`config.mk`:
```
export PLATFORM = sky130hd
export DESIGN_NAME = nes_shell_top
export DESIGN_NICKNAME = d
export VERILOG_FILES = /design/src/hw/nes_shell_pkg.sv /design/src/hw/bridge_settings.sv /design/src/hw/nes_shell_top.sv /design/src/hw/pad_mapper.sv /design/src/hw/video_out_stage.sv
export SDC_FILE = /design/constraint.sdc
export NUM_CORES = 1
export LEC_CHECK = 0
export ABC_AREA = 0
export CAP_MARGIN = 20
export CORE_MARGIN = 10
export CORE_UTILIZATION = 34
export CTS_BUF_LIST = sky130_fd_sc_hd__clkbuf_4
export DETAILED_ROUTE_END_ITERATION = 12
export DONT_BUFFER_PORTS = 1
export MAX_ROUTING_LAYER = met4
export RECOVER_POWER = 100
export SYNTH_ARGS = -nofsm -noshare
export SYNTH_HDL_FRONTEND = slang
export SYNTH_SLANG_ARGS = --single-unit
```
`constraint.sdc`:
```
create_clock -name clk_74a -period 3.2 [get_ports clk_74a]
set_input_delay 0.32 -clock clk_74a [delete_from_list [all_inputs] [get_ports clk_74a]]
set_output_delay 0.32 -clock clk_74a [all_outputs]
set_load 0.02 [all_outputs]
```
`src/hw/nes_shell_pkg.sv`:
```
/*
  shared definitions for the nes shell
  bridge addresses, timing constants, key and adapter bit positions,
  packed struct types for settings, pads and video
*/

`default_nettype none

package nes_shell_pkg;

  ////////////////////
  // bridge addresses
  ////////////////////

  // starts a core reset hold
  localparam logic [31:0] addr_core_reset       = 32'h0000_0050;
  // region in bits 1:0
  localparam logic [31:0] addr_region           = 32'h0000_0054;
  // single flag settings, all in bit 0
  localparam logic [31:0] addr_hide_overscan    = 32'h0000_0200;
  localparam logic [31:0] addr_square_pixels    = 32'h0000_0210;
  localparam logic [31:0] addr_swap_controllers = 32'h0000_030C;
  // full adapter settings word, also readable
  localparam logic [31:0] addr_adapter_settings = 32'hF700_0000;

  ////////////////////
  // timing
  ////////////////////

  // core reset hold after a reset write, in clk_74a cycles
  localparam logic [31:0] reset_hold_default = 32'h0010_0000;
  // hsync delay reload, keeps hs clear of vs
  localparam logic [2:0]  hs_delay_cycles    = 3'd7;

  ////////////////////
  // platform key bitmap
  ////////////////////

  // dpad
  localparam logic [3:0] key_up      = 4'd0;
  localparam logic [3:0] key_down    = 4'd1;
  localparam logic [3:0] key_left    = 4'd2;
  localparam logic [3:0] key_right   = 4'd3;
  // face buttons, x and y act as turbo a and b
  localparam logic [3:0] key_a       = 4'd4;
  localparam logic [3:0] key_b       = 4'd5;
  localparam logic [3:0] key_a_turbo = 4'd6;
  localparam logic [3:0] key_b_turbo = 4'd7;
  localparam logic [3:0] key_select  = 4'd14;
  localparam logic [3:0] key_start   = 4'd15;

  // adapter settings word
  // snac selects per player, screen blank
  localparam int adapter_p1_snac_bit = 7;
  localparam int adapter_p2_snac_bit = 6;
  localparam int adapter_blank_bit   = 16;

  // end of line slot word flags
  localparam int slot_hide_overscan_bit = 14;
  localparam int slot_square_pixels_bit = 13;

  ////////////////////
  // types
  ////////////////////

  typedef logic [15:0] key_word_t;

  // 0 is ntsc, anything else is a pal variant
  typedef logic [1:0] region_t;

  typedef struct packed {
    region_t     region;
    logic        hide_overscan;
    logic        square_pixels;
    logic        swap_controllers;
    logic [31:0] adapter_word;
  } shell_settings_t;

  // one player in the core's pad format
  typedef struct packed {
    logic a;
    logic b;
    logic a_turbo;
    logic b_turbo;
    logic start;
    logic select;
    logic up;
    logic down;
    logic left;
    logic right;
  } nes_pad_t;

  // player 1 in element 0
  typedef nes_pad_t [3:0] nes_pads_t;

  // straight from the core
  typedef struct packed {
    logic [23:0] rgb;
    logic        hblank;
    logic        vblank;
    logic        hsync;
    logic        vsync;
  } core_video_t;

  // what the scaler expects
  typedef struct packed {
    logic [23:0] rgb;
    logic        de;
    logic        hs;
    logic        vs;
  } scaler_video_t;

endpackage

`default_nettype wire

```
`src/hw/bridge_settings.sv`:
```
/*
  bridge settings register file
  adapter word readback, core reset hold countdown,
  reset pulse on region change
*/

`timescale 1ns/1ps
`default_nettype none

module bridge_settings
  import nes_shell_pkg::*;
#(
  parameter logic [31:0] reset_hold = reset_hold_default
) (
  input  logic            clk_74a,
  input  logic            pll_core_locked,

  // bridge bus, writes are one cycle strobes
  input  logic [31:0]     bridge_addr,
  input  logic            bridge_wr,
  input  logic [31:0]     bridge_wr_data,
  output logic [31:0]     bridge_rd_data,

  // settings bundle to the rest of the shell
  output shell_settings_t settings,
  output logic            core_reset
);

  ////////////////////
  // state
  ////////////////////

  shell_settings_t settings_q;

  // cycles left in the reset hold
  logic [31:0] hold_count;

  // region of the previous cycle
  region_t prev_region;
  logic    region_changed;

  ////////////////////
  // write decode
  ////////////////////

  always_ff @(posedge clk_74a or negedge pll_core_locked) begin
    if (!pll_core_locked) begin
      settings_q <= '0;
    end else if (bridge_wr) begin
      case (bridge_addr)
        addr_region: begin
          settings_q.region <= bridge_wr_data[1:0];
        end
        addr_hide_overscan: begin
          settings_q.hide_overscan <= bridge_wr_data[0];
        end
        addr_square_pixels: begin
          settings_q.square_pixels <= bridge_wr_data[0];
        end
        addr_swap_controllers: begin
          settings_q.swap_controllers <= bridge_wr_data[0];
        end
        addr_adapter_settings: begin
          settings_q.adapter_word <= bridge_wr_data;
        end
        default: begin
          // other addresses belong to other bus devices
        end
      endcase
    end
  end

  assign settings = settings_q;

  // only the adapter word reads back
  always_comb begin
    if (bridge_addr == addr_adapter_settings) begin
      bridge_rd_data = settings_q.adapter_word;
    end else begin
      bridge_rd_data = '0;
    end
  end

  ////////////////////
  // core reset
  ////////////////////

  // countdown, a reset write reloads it even mid hold
  always_ff @(posedge clk_74a or negedge pll_core_locked) begin
    if (!pll_core_locked) begin
      hold_count <= '0;
    end else if (bridge_wr && bridge_addr == addr_core_reset) begin
      hold_count <= reset_hold;
    end else if (hold_count != '0) begin
      hold_count <= hold_count - 32'd1;
    end
  end

  // previous region trails the stored one by a cycle
  always_ff @(posedge clk_74a or negedge pll_core_locked) begin
    if (!pll_core_locked) begin
      prev_region <= '0;
    end else begin
      prev_region <= settings_q.region;
    end
  end

  // high only in the cycle right after a new region lands
  assign region_changed = settings_q.region != prev_region;

  // core restarts on an explicit reset or a region switch
  assign core_reset = (hold_count != '0) || region_changed;

  ////////////////////
  // checks
  ////////////////////

  // hold count only ever loads reset_hold and counts down
  hold_in_range: assert property (
    @(posedge clk_74a) disable iff (!pll_core_locked)
    hold_count <= reset_hold
  );

endmodule

`default_nettype wire

```
`src/hw/nes_shell_top.sv`:
```
/*
  top of the nes shell
  settings register file, pad mapper and video stage
*/

`timescale 1ns/1ps
`default_nettype none

module nes_shell_top
  import nes_shell_pkg::*;
#(
  parameter logic [31:0] reset_hold = reset_hold_default
) (
  input  logic            clk_74a,
  input  logic            pll_core_locked,

  // bridge bus
  input  logic [31:0]     bridge_addr,
  input  logic            bridge_wr,
  input  logic [31:0]     bridge_wr_data,
  output logic [31:0]     bridge_rd_data,

  // controllers
  input  key_word_t [3:0] cont_keys,
  input  key_word_t       snac_p1_btn,
  input  key_word_t       snac_p2_btn,

  // video from the core
  input  core_video_t     video_in,

  // to the core and the scaler
  output nes_pads_t       pads,
  output scaler_video_t   video_out,
  output logic            core_reset,
  output region_t         core_region
);

  // settings bundle shared by both downstream blocks
  shell_settings_t settings;

  // bridge registers and reset
  bridge_settings #(
    .reset_hold (reset_hold)
  ) u_bridge_settings (
    .clk_74a         (clk_74a),
    .pll_core_locked (pll_core_locked),
    .bridge_addr     (bridge_addr),
    .bridge_wr       (bridge_wr),
    .bridge_wr_data  (bridge_wr_data),
    .bridge_rd_data  (bridge_rd_data),
    .settings        (settings),
    .core_reset      (core_reset)
  );

  // region goes straight to the core
  assign core_region = settings.region;

  // controller inputs to core pads
  pad_mapper u_pad_mapper (
    .clk_74a         (clk_74a),
    .pll_core_locked (pll_core_locked),
    .cont_keys       (cont_keys),
    .snac_p1_btn     (snac_p1_btn),
    .snac_p2_btn     (snac_p2_btn),
    .settings        (settings),
    .pads            (pads)
  );

  // core video to scaler
  video_out_stage u_video_out_stage (
    .clk_74a         (clk_74a),
    .pll_core_locked (pll_core_locked),
    .video_in        (video_in),
    .settings        (settings),
    .video_out       (video_out)
  );

endmodule

`default_nettype wire

```
`src/hw/pad_mapper.sv`:
```
/*
  controller mapping for four players
  snac or handheld source for players 1 and 2, optional swap,
  key bitmap to core pad format
*/

`timescale 1ns/1ps
`default_nettype none

module pad_mapper
  import nes_shell_pkg::*;
(
  input  logic            clk_74a,
  input  logic            pll_core_locked,

  // handheld keys, player 1 in element 0
  input  key_word_t [3:0] cont_keys,
  // snac adapter buttons
  input  key_word_t       snac_p1_btn,
  input  key_word_t       snac_p2_btn,

  input  shell_settings_t settings,
  output nes_pads_t       pads
);

  // pick out the ten pad bits of one key word
  function automatic nes_pad_t key_to_pad(input key_word_t w);
    nes_pad_t p;
    p.a       = w[key_a];
    p.b       = w[key_b];
    p.a_turbo = w[key_a_turbo];
    p.b_turbo = w[key_b_turbo];
    p.start   = w[key_start];
    p.select  = w[key_select];
    p.up      = w[key_up];
    p.down    = w[key_down];
    p.left    = w[key_left];
    p.right   = w[key_right];
    return p;
  endfunction

  ////////////////////
  // source select
  ////////////////////

  key_word_t       p1_src;
  key_word_t       p2_src;
  key_word_t [3:0] sel_words;

  // per player adapter bit picks snac over handheld
  assign p1_src = settings.adapter_word[adapter_p1_snac_bit] ? snac_p1_btn : cont_keys[0];
  assign p2_src = settings.adapter_word[adapter_p2_snac_bit] ? snac_p2_btn : cont_keys[1];

  // swap after selection, 3 and 4 always handheld
  always_comb begin
    sel_words[0] = settings.swap_controllers ? p2_src : p1_src;
    sel_words[1] = settings.swap_controllers ? p1_src : p2_src;
    sel_words[2] = cont_keys[2];
    sel_words[3] = cont_keys[3];
  end

  // one register stage into the core
  always_ff @(posedge clk_74a or negedge pll_core_locked) begin
    if (!pll_core_locked) begin
      pads <= '0;
    end else begin
      for (int i = 0; i < 4; i++) begin
        pads[i] <= key_to_pad(sel_words[i]);
      end
    end
  end

  // left and right together only when the chosen source had both
  for (genvar g = 0; g < 4; g++) begin : g_lr_check
    lr_from_source: assert property (
      @(posedge clk_74a) disable iff (!pll_core_locked)
      (pads[g].left && pads[g].right) |->
        $past(sel_words[g][key_left] && sel_words[g][key_right])
    );
  end

endmodule

`default_nettype wire

```
`src/hw/video_out_stage.sv`:
```
/*
  video output stage to the scaler
  data enable from blanking, delayed hs pulse, single cycle vs,
  screen blanking and end of line slot word
*/

`timescale 1ns/1ps
`default_nettype none

module video_out_stage
  import nes_shell_pkg::*;
(
  input  logic            clk_74a,
  input  logic            pll_core_locked,

  input  core_video_t     video_in,
  input  shell_settings_t settings,
  output scaler_video_t   video_out
);

  ////////////////////
  // combinational side
  ////////////////////

  logic        de;
  logic        hide_flag;
  logic        blank_screen;
  logic [23:0] slot_word;

  // visible pixel when neither blank is set
  assign de = ~(video_in.hblank || video_in.vblank);

  // overscan hiding only applies to ntsc
  assign hide_flag = settings.hide_overscan && (settings.region == 2'd0);

  // adapter can black out the handheld screen
  assign blank_screen = settings.adapter_word[adapter_blank_bit];

  // scaler slot word, sent on the first blank cycle of a line
  always_comb begin
    slot_word = '0;
    slot_word[slot_hide_overscan_bit] = hide_flag;
    slot_word[slot_square_pixels_bit] = settings.square_pixels;
  end

  ////////////////////
  // registered side
  ////////////////////

  logic       de_prev;
  logic       hs_prev;
  logic       vs_prev;
  logic [2:0] hs_delay;

  always_ff @(posedge clk_74a or negedge pll_core_locked) begin
    if (!pll_core_locked) begin
      video_out <= '0;
      de_prev   <= 1'b0;
      hs_prev   <= 1'b0;
      vs_prev   <= 1'b0;
      hs_delay  <= '0;
    end else begin
      // pixel data or slot word
      video_out.de <= de;
      if (de) begin
        video_out.rgb <= blank_screen ? 24'h0 : video_in.rgb;
      end else if (de_prev) begin
        video_out.rgb <= slot_word;
      end else begin
        video_out.rgb <= 24'h0;
      end

      // one cycle vs on the core's vsync rise
      video_out.vs <= video_in.vsync && !vs_prev;

      // hs fires while the counter passes 2,
      // i.e. six edges after the sampled rise
      video_out.hs <= (hs_delay == 3'd2);

      // fresh hsync rise reloads, else count down to zero
      if (video_in.hsync && !hs_prev) begin
        hs_delay <= hs_delay_cycles;
      end else if (hs_delay != '0) begin
        hs_delay <= hs_delay - 3'd1;
      end

      de_prev <= de;
      hs_prev <= video_in.hsync;
      vs_prev <= video_in.vsync;
    end
  end

  ////////////////////
  // checks
  ////////////////////

  // both sync outputs are single cycle pulses
  hs_single: assert property (
    @(posedge clk_74a) disable iff (!pll_core_locked)
    video_out.hs |=> !video_out.hs
  );

  vs_single: assert property (
    @(posedge clk_74a) disable iff (!pll_core_locked)
    video_out.vs |=> !video_out.vs
  );

endmodule

`default_nettype wire

```
==> results of run 1 <==
==> cell families (layout without fill, tap and decap cells) <==
logic type | count (synthesis) | after routing | share of synthesized area, %
flops | 143 | 143 | 57.98
compound gates | 55 | 55 | 5.575
buf+inv | 29 | 177 | 2.088
simple gates | 188 | 188 | 18.35
other cells | 0 | 3 | 0
mux | 82 | 82 | 14.07
fa+ha+maj | 4 | 4 | 0.8109
xor+xnor | 8 | 8 | 1.135
==> metrics by stage <==
| step | utilization (%) | hold slack, ns |
|---|---|---|
| finish | 44.81 | -0.5386 |
| global route | 44.81 | -0.6224 |
| CTS | 44.86 | -0.5872 |
| detailed placement | 35.91 | 0.03880 |
| global placement | 35.91 | 0.03820 |
| floorplan | - | 0.02441 |
==> worst max-delay path, cell delays in order, from the launching register on <==
cell and delay (ns):
dfrtp_1 0.42, or4_1 0.63, nand2b_4 0.24, nor3_1 0.91, mux2_2 0.42, nor2_1 0.09
==> Yosys cell counts, types with 7 or more instances <==
cell type / number
clkbuf_1: 11
o31ai_1: 12
a21oi_1: 20
nor3_1: 12
or3_1: 13
and2_1: 55
or4_1: 11
nor4_1: 15
mux2i_1: 44
mux2_2: 38
o21ai_0: 10
nand2_1: 15
inv_1: 7
nor2_1: 24
dfrtp_1: 143
==> sequential cells by signal, indices dropped and copies added (netlist names) <==
| register | flops |
|---|---|
| u_video_out_stage.video_out | 27 |
| u_bridge_settings.prev_region | 2 |
| u_bridge_settings.settings | 37 |
| u_pad_mapper.pads | 40 |
| u_video_out_stage.hs_prev | 1 |
| u_video_out_stage.hs_delay | 3 |
| u_video_out_stage.vs_prev | 1 |
| u_bridge_settings.hold_count | 32 |
==> routing by layer <==
layer / vias up / GRT usage (%)
met4: 0 / 5.263
met5: - / -
li1: 2108 / -
met2: 155 / 25.88
met3: 22 / 5.463
met1: 2274 / 17.01
==> what timing repair did <==
action,in CTS,in global routing
endpoints found under the setup margin,0,1
resized for setup,0,2
hold endpoints to repair,250,143
==> worst paths after layout <==
path,from,cells past startpoint,slack (ns),to
max,u_bridge_settings.hold_count[8]$_DFFE_PN0P_,5,0.43,u_bridge_settings.hold_count[1]$_DFFE_PN0P_
min,pll_core_locked,0,-0.54,u_bridge_settings.settings[36]$_DFFE_PN0P_
max reg2reg,u_bridge_settings.hold_count[8]$_DFFE_PN0P_,5,0.43,u_bridge_settings.hold_count[1]$_DFFE_PN0P_
min reg2reg,u_video_out_stage.vs_prev$_DFF_PN0_,1,0.40,u_video_out_stage.video_out[0]$_DFF_PN0_
max in group asynchronous,pll_core_locked,0,3.50,u_bridge_settings.settings[31]$_DFFE_PN0P_
min in group clk_74a,cont_keys[4],2,0.04,u_pad_mapper.pads[9]$_DFF_PN0_
==> report_power, final <==
part / total, uW / switching (uW) / internal, uW / leakage, uW
logic: 249 / 90.8 / 158 / 0.00131
registers: 1960 / 90.6 / 1870 / 0.00175
clock network: 1240 / 685 / 553 / 0.000160
==> final cells by class <==
class                      instances  area [sq um]  share of cell area [%]
timing repair buffer             138          1341                   16.72
antenna                            3         7.507                 0.09357
inverter                           7         26.28                  0.3275
clock inverter                    15         183.9                   2.293
multi-input combinational        337          2471                   30.80
clock buffer                      17         127.6                   1.591
tap                              229         286.5                   3.571
sequential                       143          3578                   44.60
==> metrics, run 1 <==
largest net degree at the start of global routing 144; top cells by area, synth dfrtp_1 (58%), mux2i_1 (7.1%), mux2_2 (6.9%); CTS buffer count 17; post-layout power 3444 uW; count of pins over their slew limit 33; Die Height between 150 and 200 microns; count of TritonRoute iterations in the first routing pass 4; relative slew slack -10.00%; routed length per instance around 21 microns; register area share after synthesis approximately 58%; number of instances in the synthesized netlist between 500 and 600; number of standard cells in the layout, taps in and fillers out slightly below 900; fraction of synthesized cell area taken by the top area cell type slightly below 60%; effective utilization at floorplan 34.48%; most frequent cells in the layout dfrtp_1 (143), dlygate4sd3_1 (129), and2_0 (48), mux2i_1 (44), mux2_2 (38); reported max-cap violation count 1; Die X between 150 and 200 microns; post-route cell area ~8000 sq um; synthesized netlist net count between 700 and 800; maximum resistive drop on vdd between 0.0003 and 0.0004 V; most frequent standard cell in the layout excluding fill and tap cells dfrtp_1; crit path time final 2.774 ns; count of nets left with antenna violations after detail routing 0; Vias per Instance ~5.1; insertion delay of the later-clocked pin in the worst-skew pair 0.53 ns; FP Rows just under 50; Peak Freq 0.3604 GHz; startpoint kind of the worst setup timing path register; clock slew at reported path FFs 0.14 ns; transition time at the pin with the least slew margin ~1.7 ns; overflow left after global routing 0; clock root buffer clkbuf_4; most common flop cell mapped by yosys dfrtp_1; number of antenna violations at the first check in global routing 3; length of routed wiring on met1 7162 microns; highest metal layer with signal wires met4; clock tree sinks 143; pwr dens roughly 430 nW/um^2; accumulated negative setup slack 0 ns; wire length of the first global-routing pass ~29000 microns; Post-Synthesis Mean Instance Area roughly 12 sq um; setup clock skew after layout 0.01729 ns; initial detailed-routing violation count 293; count of hold-fix buffers inserted at cts approximately 130; total number of vias 4559; H-Tree Depth 4; status finished, violations left; Seq cells post-synth roughly 140; final worst-path setup slack between 0.4 and 0.5 ns; layout net count 839; violated checks negative hold slack, max-capacitance violations, max-slew violations; routability congestion estimate about 0.75; area of the mapped netlist 6172 sq um; Worst setup EP type register; placeable core area around 18000 sq um; TritonCTS clock tree yes; deepest clock path buffer count 2; CP max FO 11; share of final-layout standard cells stronger than drive strength 1 a little over an eighth; fin crit share 86.70%; unrepaired setup endpoints after global routing false; leakage power of the design 0.003220 uW; Arrival @ worst endpoint between 3 and 4 ns; routed wire length on met3 about 1200 microns; number of warning messages in the yosys log 0; distinct cell type count of the synthesized netlist 50; area delta synth->final 29.98%; total wire length after detailed routing about 18000 microns; post-synth top area cell dfrtp_1; total setup buffers inserted after CTS 0; DPL Wire Length around 13000 microns; required time reported for the critical path endpoint 3.66 ns; detailed route wirelength on metal2 between 9000 and 10000 microns; instance count after placement with tap cells included 725; critical path start-end classification reg -> reg; Final Setup Violations 0; post-route worst hold slack -0.5386 ns; post-placement cell area 6429 sq um; Hold Fails Final Rpt roughly 140; vias in the first global route between 5000 and 6000; global-route total usage across every layer 15.55%; ys async rst share 100.0%; worst setup slack before clock tree synthesis between 0.6 and 0.7 ns; worst min-delay path class in -> async; number of remaining DRC errors 0; count of input and output buffers 0; area enclosed by the die boundary between 20000 and 25000 sq um; Fill cells about 1600; number of enable flip-flop cells after synthesis 0; number of top-level design ports a little under 300
No activity file was read; power rests on OpenSTA's default activity.
==> run 2, diff against run 1 <==
--- a/config.mk
+++ b/config.mk
@@ -8,7 +8,7 @@
 export ABC_AREA = 0
 export CAP_MARGIN = 20
 export CORE_MARGIN = 10
-export CORE_UTILIZATION = 34
+export CORE_UTILIZATION = 35
 export CTS_BUF_LIST = sky130_fd_sc_hd__clkbuf_4
 export DETAILED_ROUTE_END_ITERATION = 12
 export DONT_BUFFER_PORTS = 1
==> run 2 against run 1 <==
The run still ends with negative hold slack, max-capacitance violations, max-slew violations left. Critical path depth is 1 higher. Maximum frequency is 2.2% lower. Non-clock buffer count is 1 higher. Combinational power hardly changed. First-iteration DRC count is 26% lower. Clock power is 14% lower. Hold slack worse by 0.024 ns. Routed wire length is 5.1% higher. Clock-buffer cell count stayed put. Final cell count is 0.45% lower. Global-route usage is 0.89 points higher. Worst setup slack worse by 0.063 ns. Critical endpoint is now bridge_rd_data[17].
==> metrics, run 2 (synthesis results as in run 1) <==
FF-to-FF setup slack ~0.45 ns; origin of the critical flop-to-flop path u_bridge_settings.hold_count[8]$_DFFE_PN0P_; Vias per Instance a little over 5; Cell Chain, Critical Path nor4_1 -> and4_1 -> nand3_1 -> nor3_2 -> clkbuf_2 -> and2_0; worst setup slack before clock tree synthesis around 0.63 ns; most frequent standard cell in the layout excluding fill and tap cells dfrtp_1; global-route total usage across every layer between 10% and 20%; critical path start-end classification in -> out; register containing the most flip-flops in the final layout u_pad_mapper.pads; relative slew slack -4.258%; CP max FO 30; placeable core area 17300 sq um; post-layout power 3277 uW; H-Tree Depth 4; insertion delay of the later-clocked pin in the worst-skew pair about 0.56 ns; total wire length after detailed routing 19200 microns; worst-path cell with the longest stage delay clkbuf_2; gate family responsible for the most delay along the worst path simple AND/OR/NAND/NOR gates; count of hold-fix buffers inserted at cts about 130; count of input and output buffers 0; worst min-delay path class in -> async; wire length of the first global-routing pass slightly below 30000 microns; effective utilization at floorplan between 30% and 40%; startpoint kind of the worst setup timing path input pin; layout net count 840; count of pins over their slew limit 33; area delta synth->final 29.09%; number of top-level design ports 293; fin crit share 88.66%; Arrival @ worst endpoint ~2.5 ns; Final Setup Violations 0; clock tree sinks ~140; crit path time final 2.837 ns; largest net degree at the start of global routing about 140; Worst Path Buf+Inv 1; FP Rows 48; accumulated negative setup slack 0 ns; total setup buffers inserted after CTS 0; number of remaining DRC errors 0; routability congestion estimate slightly below 0.8; leakage power of the design around 0.0032 uW; clock slew at reported path FFs ~0.14 ns; number of antenna violations at the first check in global routing 3; Hold Fails Final Rpt 143; Die Height ~150 microns; maximum resistive drop on vdd around 0.00024 V; TritonCTS clock tree yes; transition time at the pin with the least slew margin 1.564 ns; utilization of the core after routing between 40% and 50%; Worst setup EP type output port; routed length per instance 21.69 microns; max FFs per register 40; setup clock skew after layout 0.01797 ns; violated checks negative hold slack, max-capacitance violations, max-slew violations; status finished, violations left; post-route worst hold slack -0.5621 ns; final worst-path setup slack 0.3630 ns; vias in the first global route approximately 5000; endpoint of the lowest-slack register-to-register path u_bridge_settings.hold_count[1]$_DFFE_PN0P_; initial detailed-routing violation count about 220; clock root buffer clkbuf_4; reported max-cap violation count 1; total number of vias between 4000 and 5000; count of nets left with antenna violations after detail routing 0; overflow left after global routing 0; most frequent cells in the layout dfrtp_1 (143), dlygate4sd3_1 (131), and2_0 (50), mux2i_1 (44), mux2_2 (38); maximum single-stage delay on the critical path about 0.56 ns; share of final-layout standard cells stronger than drive strength 1 13.24%; area enclosed by the die boundary between 20000 and 25000 sq um; deepest clock path buffer count 2; Die X roughly 150 microns; path depth of the worst reg2reg path 5; count of TritonRoute iterations in the first routing pass 6; Peak Freq about 0.35 GHz; CTS buffer count 17; DPL Wire Length roughly 13000 microns; pwr dens about 410 nW/um^2; unrepaired setup endpoints after global routing false; required time reported for the critical path endpoint 2.88 ns
run 2: layer usage:
layer | wire length (microns) | GRT usage [%]
met1 | 7186 | 16.76
met2 | 9978 | 28.03
met3 | 1667 | 6.971
met4 | 365 | 5.359
met5 | 0 | -
run 2: per-stage QoR:
step | hold WS [ns] | cells | area [sq um]
after global routing | -0.6206 | 885 | 7968
after floorplan | 0.02441 | 509 | 6172
after global placement | 0.03532 | 720 | 6416
final | -0.5621 | 885 | 7968
after detailed placement | 0.03562 | 720 | 6416
after CTS | -0.6083 | 882 | 7975
run 2: timing repair:
action,CTS,global route
hold endpoints to repair,251,143
endpoints found under the setup margin,0,1
resized for setup,0,3
run 2: area by class of cell:
type                       instances  area, sq um
clock buffer                      17        127.6
fill                            1531         9329
tap                              225        281.5
timing repair buffer             139         1350
inverter                           7        26.28
clock inverter                    14        120.1
sequential                       143         3578
multi-input combinational        337         2476
antenna                            3        7.507
run 2: worst max-delay path by stage:
stage,startpoint,endpoint,slack (ns),depth (start not counted)
after floorplan,u_bridge_settings.hold_count[9]$_DFFE_PN0P_,u_bridge_settings.hold_count[30]$_DFFE_PN0P_,0.78,7
after global placement,u_bridge_settings.hold_count[24]$_DFFE_PN0P_,core_reset,0.64,4
after detailed placement,u_bridge_settings.hold_count[0]$_DFFE_PN0P_,u_bridge_settings.hold_count[30]$_DFFE_PN0P_,0.63,7
after CTS,u_bridge_settings.hold_count[0]$_DFFE_PN0P_,core_reset,0.02,6
after global routing,bridge_addr[18],bridge_rd_data[17],0.14,6
final,bridge_addr[18],bridge_rd_data[17],0.36,6
run 2: worst register-to-register path: cells and delay by family, from the launching register on:
family / cells / cell delay (ns)
muxes: 1 / 0.42
DFF: 1 / 0.43
and+or+nand+nor: 4 / 1.84
run 2: power by group:
group / switching [uW] / internal (uW) / total [uW] / leakage (uW)
clock network: 738 / 331 / 1070 / 0.000142
registers: 92.7 / 1870 / 1960 / 0.00175
logic: 88.9 / 159 / 248 / 0.00130
==> run 3, diff against run 2 <==
==> constraint.sdc (replaced) <==
create_clock -name clk_74a -period 3.2 [get_ports clk_74a]
set_input_delay 0.32 -clock clk_74a [delete_from_list [all_inputs] [get_ports clk_74a]]
set_output_delay 0.32 -clock clk_74a [all_outputs]
set_load 0.01 [all_outputs]
==> run 3 against run 2 <==
The flow still finishes with violations (negative hold slack, max-capacitance violations, max-slew violations). Die area is the same. Register-to-register slack lost 0.08 ns. Via count grew 1.3%. Design area shrank 0.42%. Total power shrank 1.1%. Non-clock buffer count shrank 2. Global-route usage is essentially flat. Clock-buffer cell count is the same. Flip-flop and latch count is the same. Clock skew grew 0.0014 ns. Utilization shrank 0.20 points. Sequential share of layout area grew 0.19 points.
==> metrics, run 3 (synthesis results as in run 1) <==
status finished, violations left; violated checks negative hold slack, max-capacitance violations, max-slew violations; met1 demand-to-capacity share in global routing 16.96%; routed length per instance 21.52 microns; share of final-layout standard cells stronger than drive strength 1 about an eighth; fin crit share around nine tenths; transition time at the pin with the least slew margin around 1.5 ns; critical path start-end classification reg -> out; count of nets left with antenna violations after detail routing 0; wire length of the first global-routing pass slightly below 30000 microns; clock tree sinks ~140; crit path launch u_bridge_settings.hold_count[0]$_DFFE_PN0P_; required time reported for the critical path endpoint around 2.9 ns; post-route worst hold slack -0.5428 ns; FP Rows 48; deepest clock path buffer count 2; clock slew at reported path FFs around 0.14 ns; insertion delay of the later-clocked pin in the worst-skew pair 0.55 ns; pwr dens about 410 nW/um^2; number of top-level design ports ~300; global-route total usage across every layer 16.44%; area of combinational cells with multiple inputs 2465 sq um; worst setup slack before clock tree synthesis 0.6335 ns; most frequent standard cell in the layout excluding fill and tap cells dfrtp_1; most frequent cells in the layout dfrtp_1 (143), dlygate4sd3_1 (128), and2_0 (46), mux2i_1 (44), mux2_2 (38); startpoint kind of the worst setup timing path register; crit path time final approximately 2.9 ns; origin of the critical flop-to-flop path u_bridge_settings.hold_count[16]$_DFFE_PN0P_; area delta synth->final 28.54%; reported max-cap violation count 1; count of pins over their slew limit 33; accumulated negative setup slack 0 ns; Worst setup EP type output port; placeable core area roughly 17000 sq um; vias in the first global route roughly 5100; total setup buffers inserted after CTS 0; path depth of the worst reg2reg path 5; count of TritonRoute iterations in the first routing pass 4; number of remaining DRC errors 0; Die Height about 150 microns; H-Tree Depth 4; register cell area after layout approximately 3600 sq um; effective utilization at floorplan a little over a third; GR met3 Demand/Resource 7.338%; setup clock skew after layout roughly 0.019 ns; Arrival @ worst endpoint between 2 and 3 ns; CTS buffer count 17; Hold Fails Final Rpt ~140; routing usage on met2 between 20% and 30%; Final Setup Violations 0; register containing the most flip-flops in the final layout u_pad_mapper.pads; total number of vias 4633; routability congestion estimate about 0.8; initial detailed-routing violation count roughly 200; Die X approximately 150 microns; Vias per Instance 5.253; count of hold-fix buffers inserted at cts around 130; max FFs per register 40; TritonCTS clock tree yes; utilization of the core after routing ~46%; Fill cells between 1500 and 2000; final worst-path setup slack 0.3111 ns; worst min-delay path class in -> async; clock root buffer clkbuf_4; count of input and output buffers 0; relative slew slack -2.943%; overflow left after global routing 0; number of antenna violations at the first check in global routing 1; DPL Wire Length ~13000 microns; post-layout power roughly 3200 uW; unrepaired setup endpoints after global routing false; most used routing layer in global routing met2; area enclosed by the die boundary around 23000 sq um; layout net count around 840; maximum resistive drop on vdd 0.0002585 V; total wire length after detailed routing around 19000 microns; FF-to-FF setup slack ~0.37 ns; leakage power of the design 0.003190 uW; largest net degree at the start of global routing between 100 and 150; CP max FO 5; Peak Freq between 0.3 and 0.4 GHz
==> run 3: layout make-up <==
class | count | share of cell area (%)
clock buffer | 17 | 1.609
inverter | 7 | 0.3312
sequential | 143 | 45.10
antenna | 1 | 0.03154
timing repair buffer | 137 | 16.73
tap | 225 | 3.548
clock inverter | 15 | 1.577
multi-input combinational | 337 | 31.07
==> run 3: metal layers <==
metal / share of wire, % / routed length (microns)
met3: 9.0 / 1716
met1: 37 / 7005
met4: 1.3 / 248
met5: 0 / 0
met2: 53 / 10010
==> run 3: path summary, 6_finish.rpt <==
check                                                          endpoint
max reg2reg                 u_bridge_settings.hold_count[1]$_DFFE_PN0P_
max                                                          core_reset
min in group clk_74a          u_video_out_stage.video_out[17]$_DFF_PN0_
min reg2reg                    u_video_out_stage.video_out[0]$_DFF_PN0_
min                        u_bridge_settings.hold_count[17]$_DFFE_PN0P_
max in group asynchronous  u_bridge_settings.hold_count[21]$_DFFE_PN0P_
==> run 3: per-stage QoR <==
stage,cell area [sq um],cells
2_1_floorplan,6172,509
3_5_place_dp,6424,721
5_1_grt,7934,882
6_report,7934,882
3_3_place_gp,6424,721
4_1_cts,7958,881
==> run 3: what timing repair did <==
item	in CTS	in global routing
endpoints found under the hold margin	250	143
setup endpoints to repair	0	1
gates resized for setup	0	1
==> run 3: power breakdown <==
part           total (uW)  internal, uW  switching [uW]
Clock                1060           334             729
Sequential           1930          1870            61.4
Combinational         249           158            90.1
==> run 3: critical path, stage by stage, from the launching register on <==
cell,delay (ns)
dfrtp_1,0.43
inv_1,0.10
ha_1,0.19
nor3b_1,0.46
nand4_1,0.35
nor3_2,0.30
nand3_1,0.20
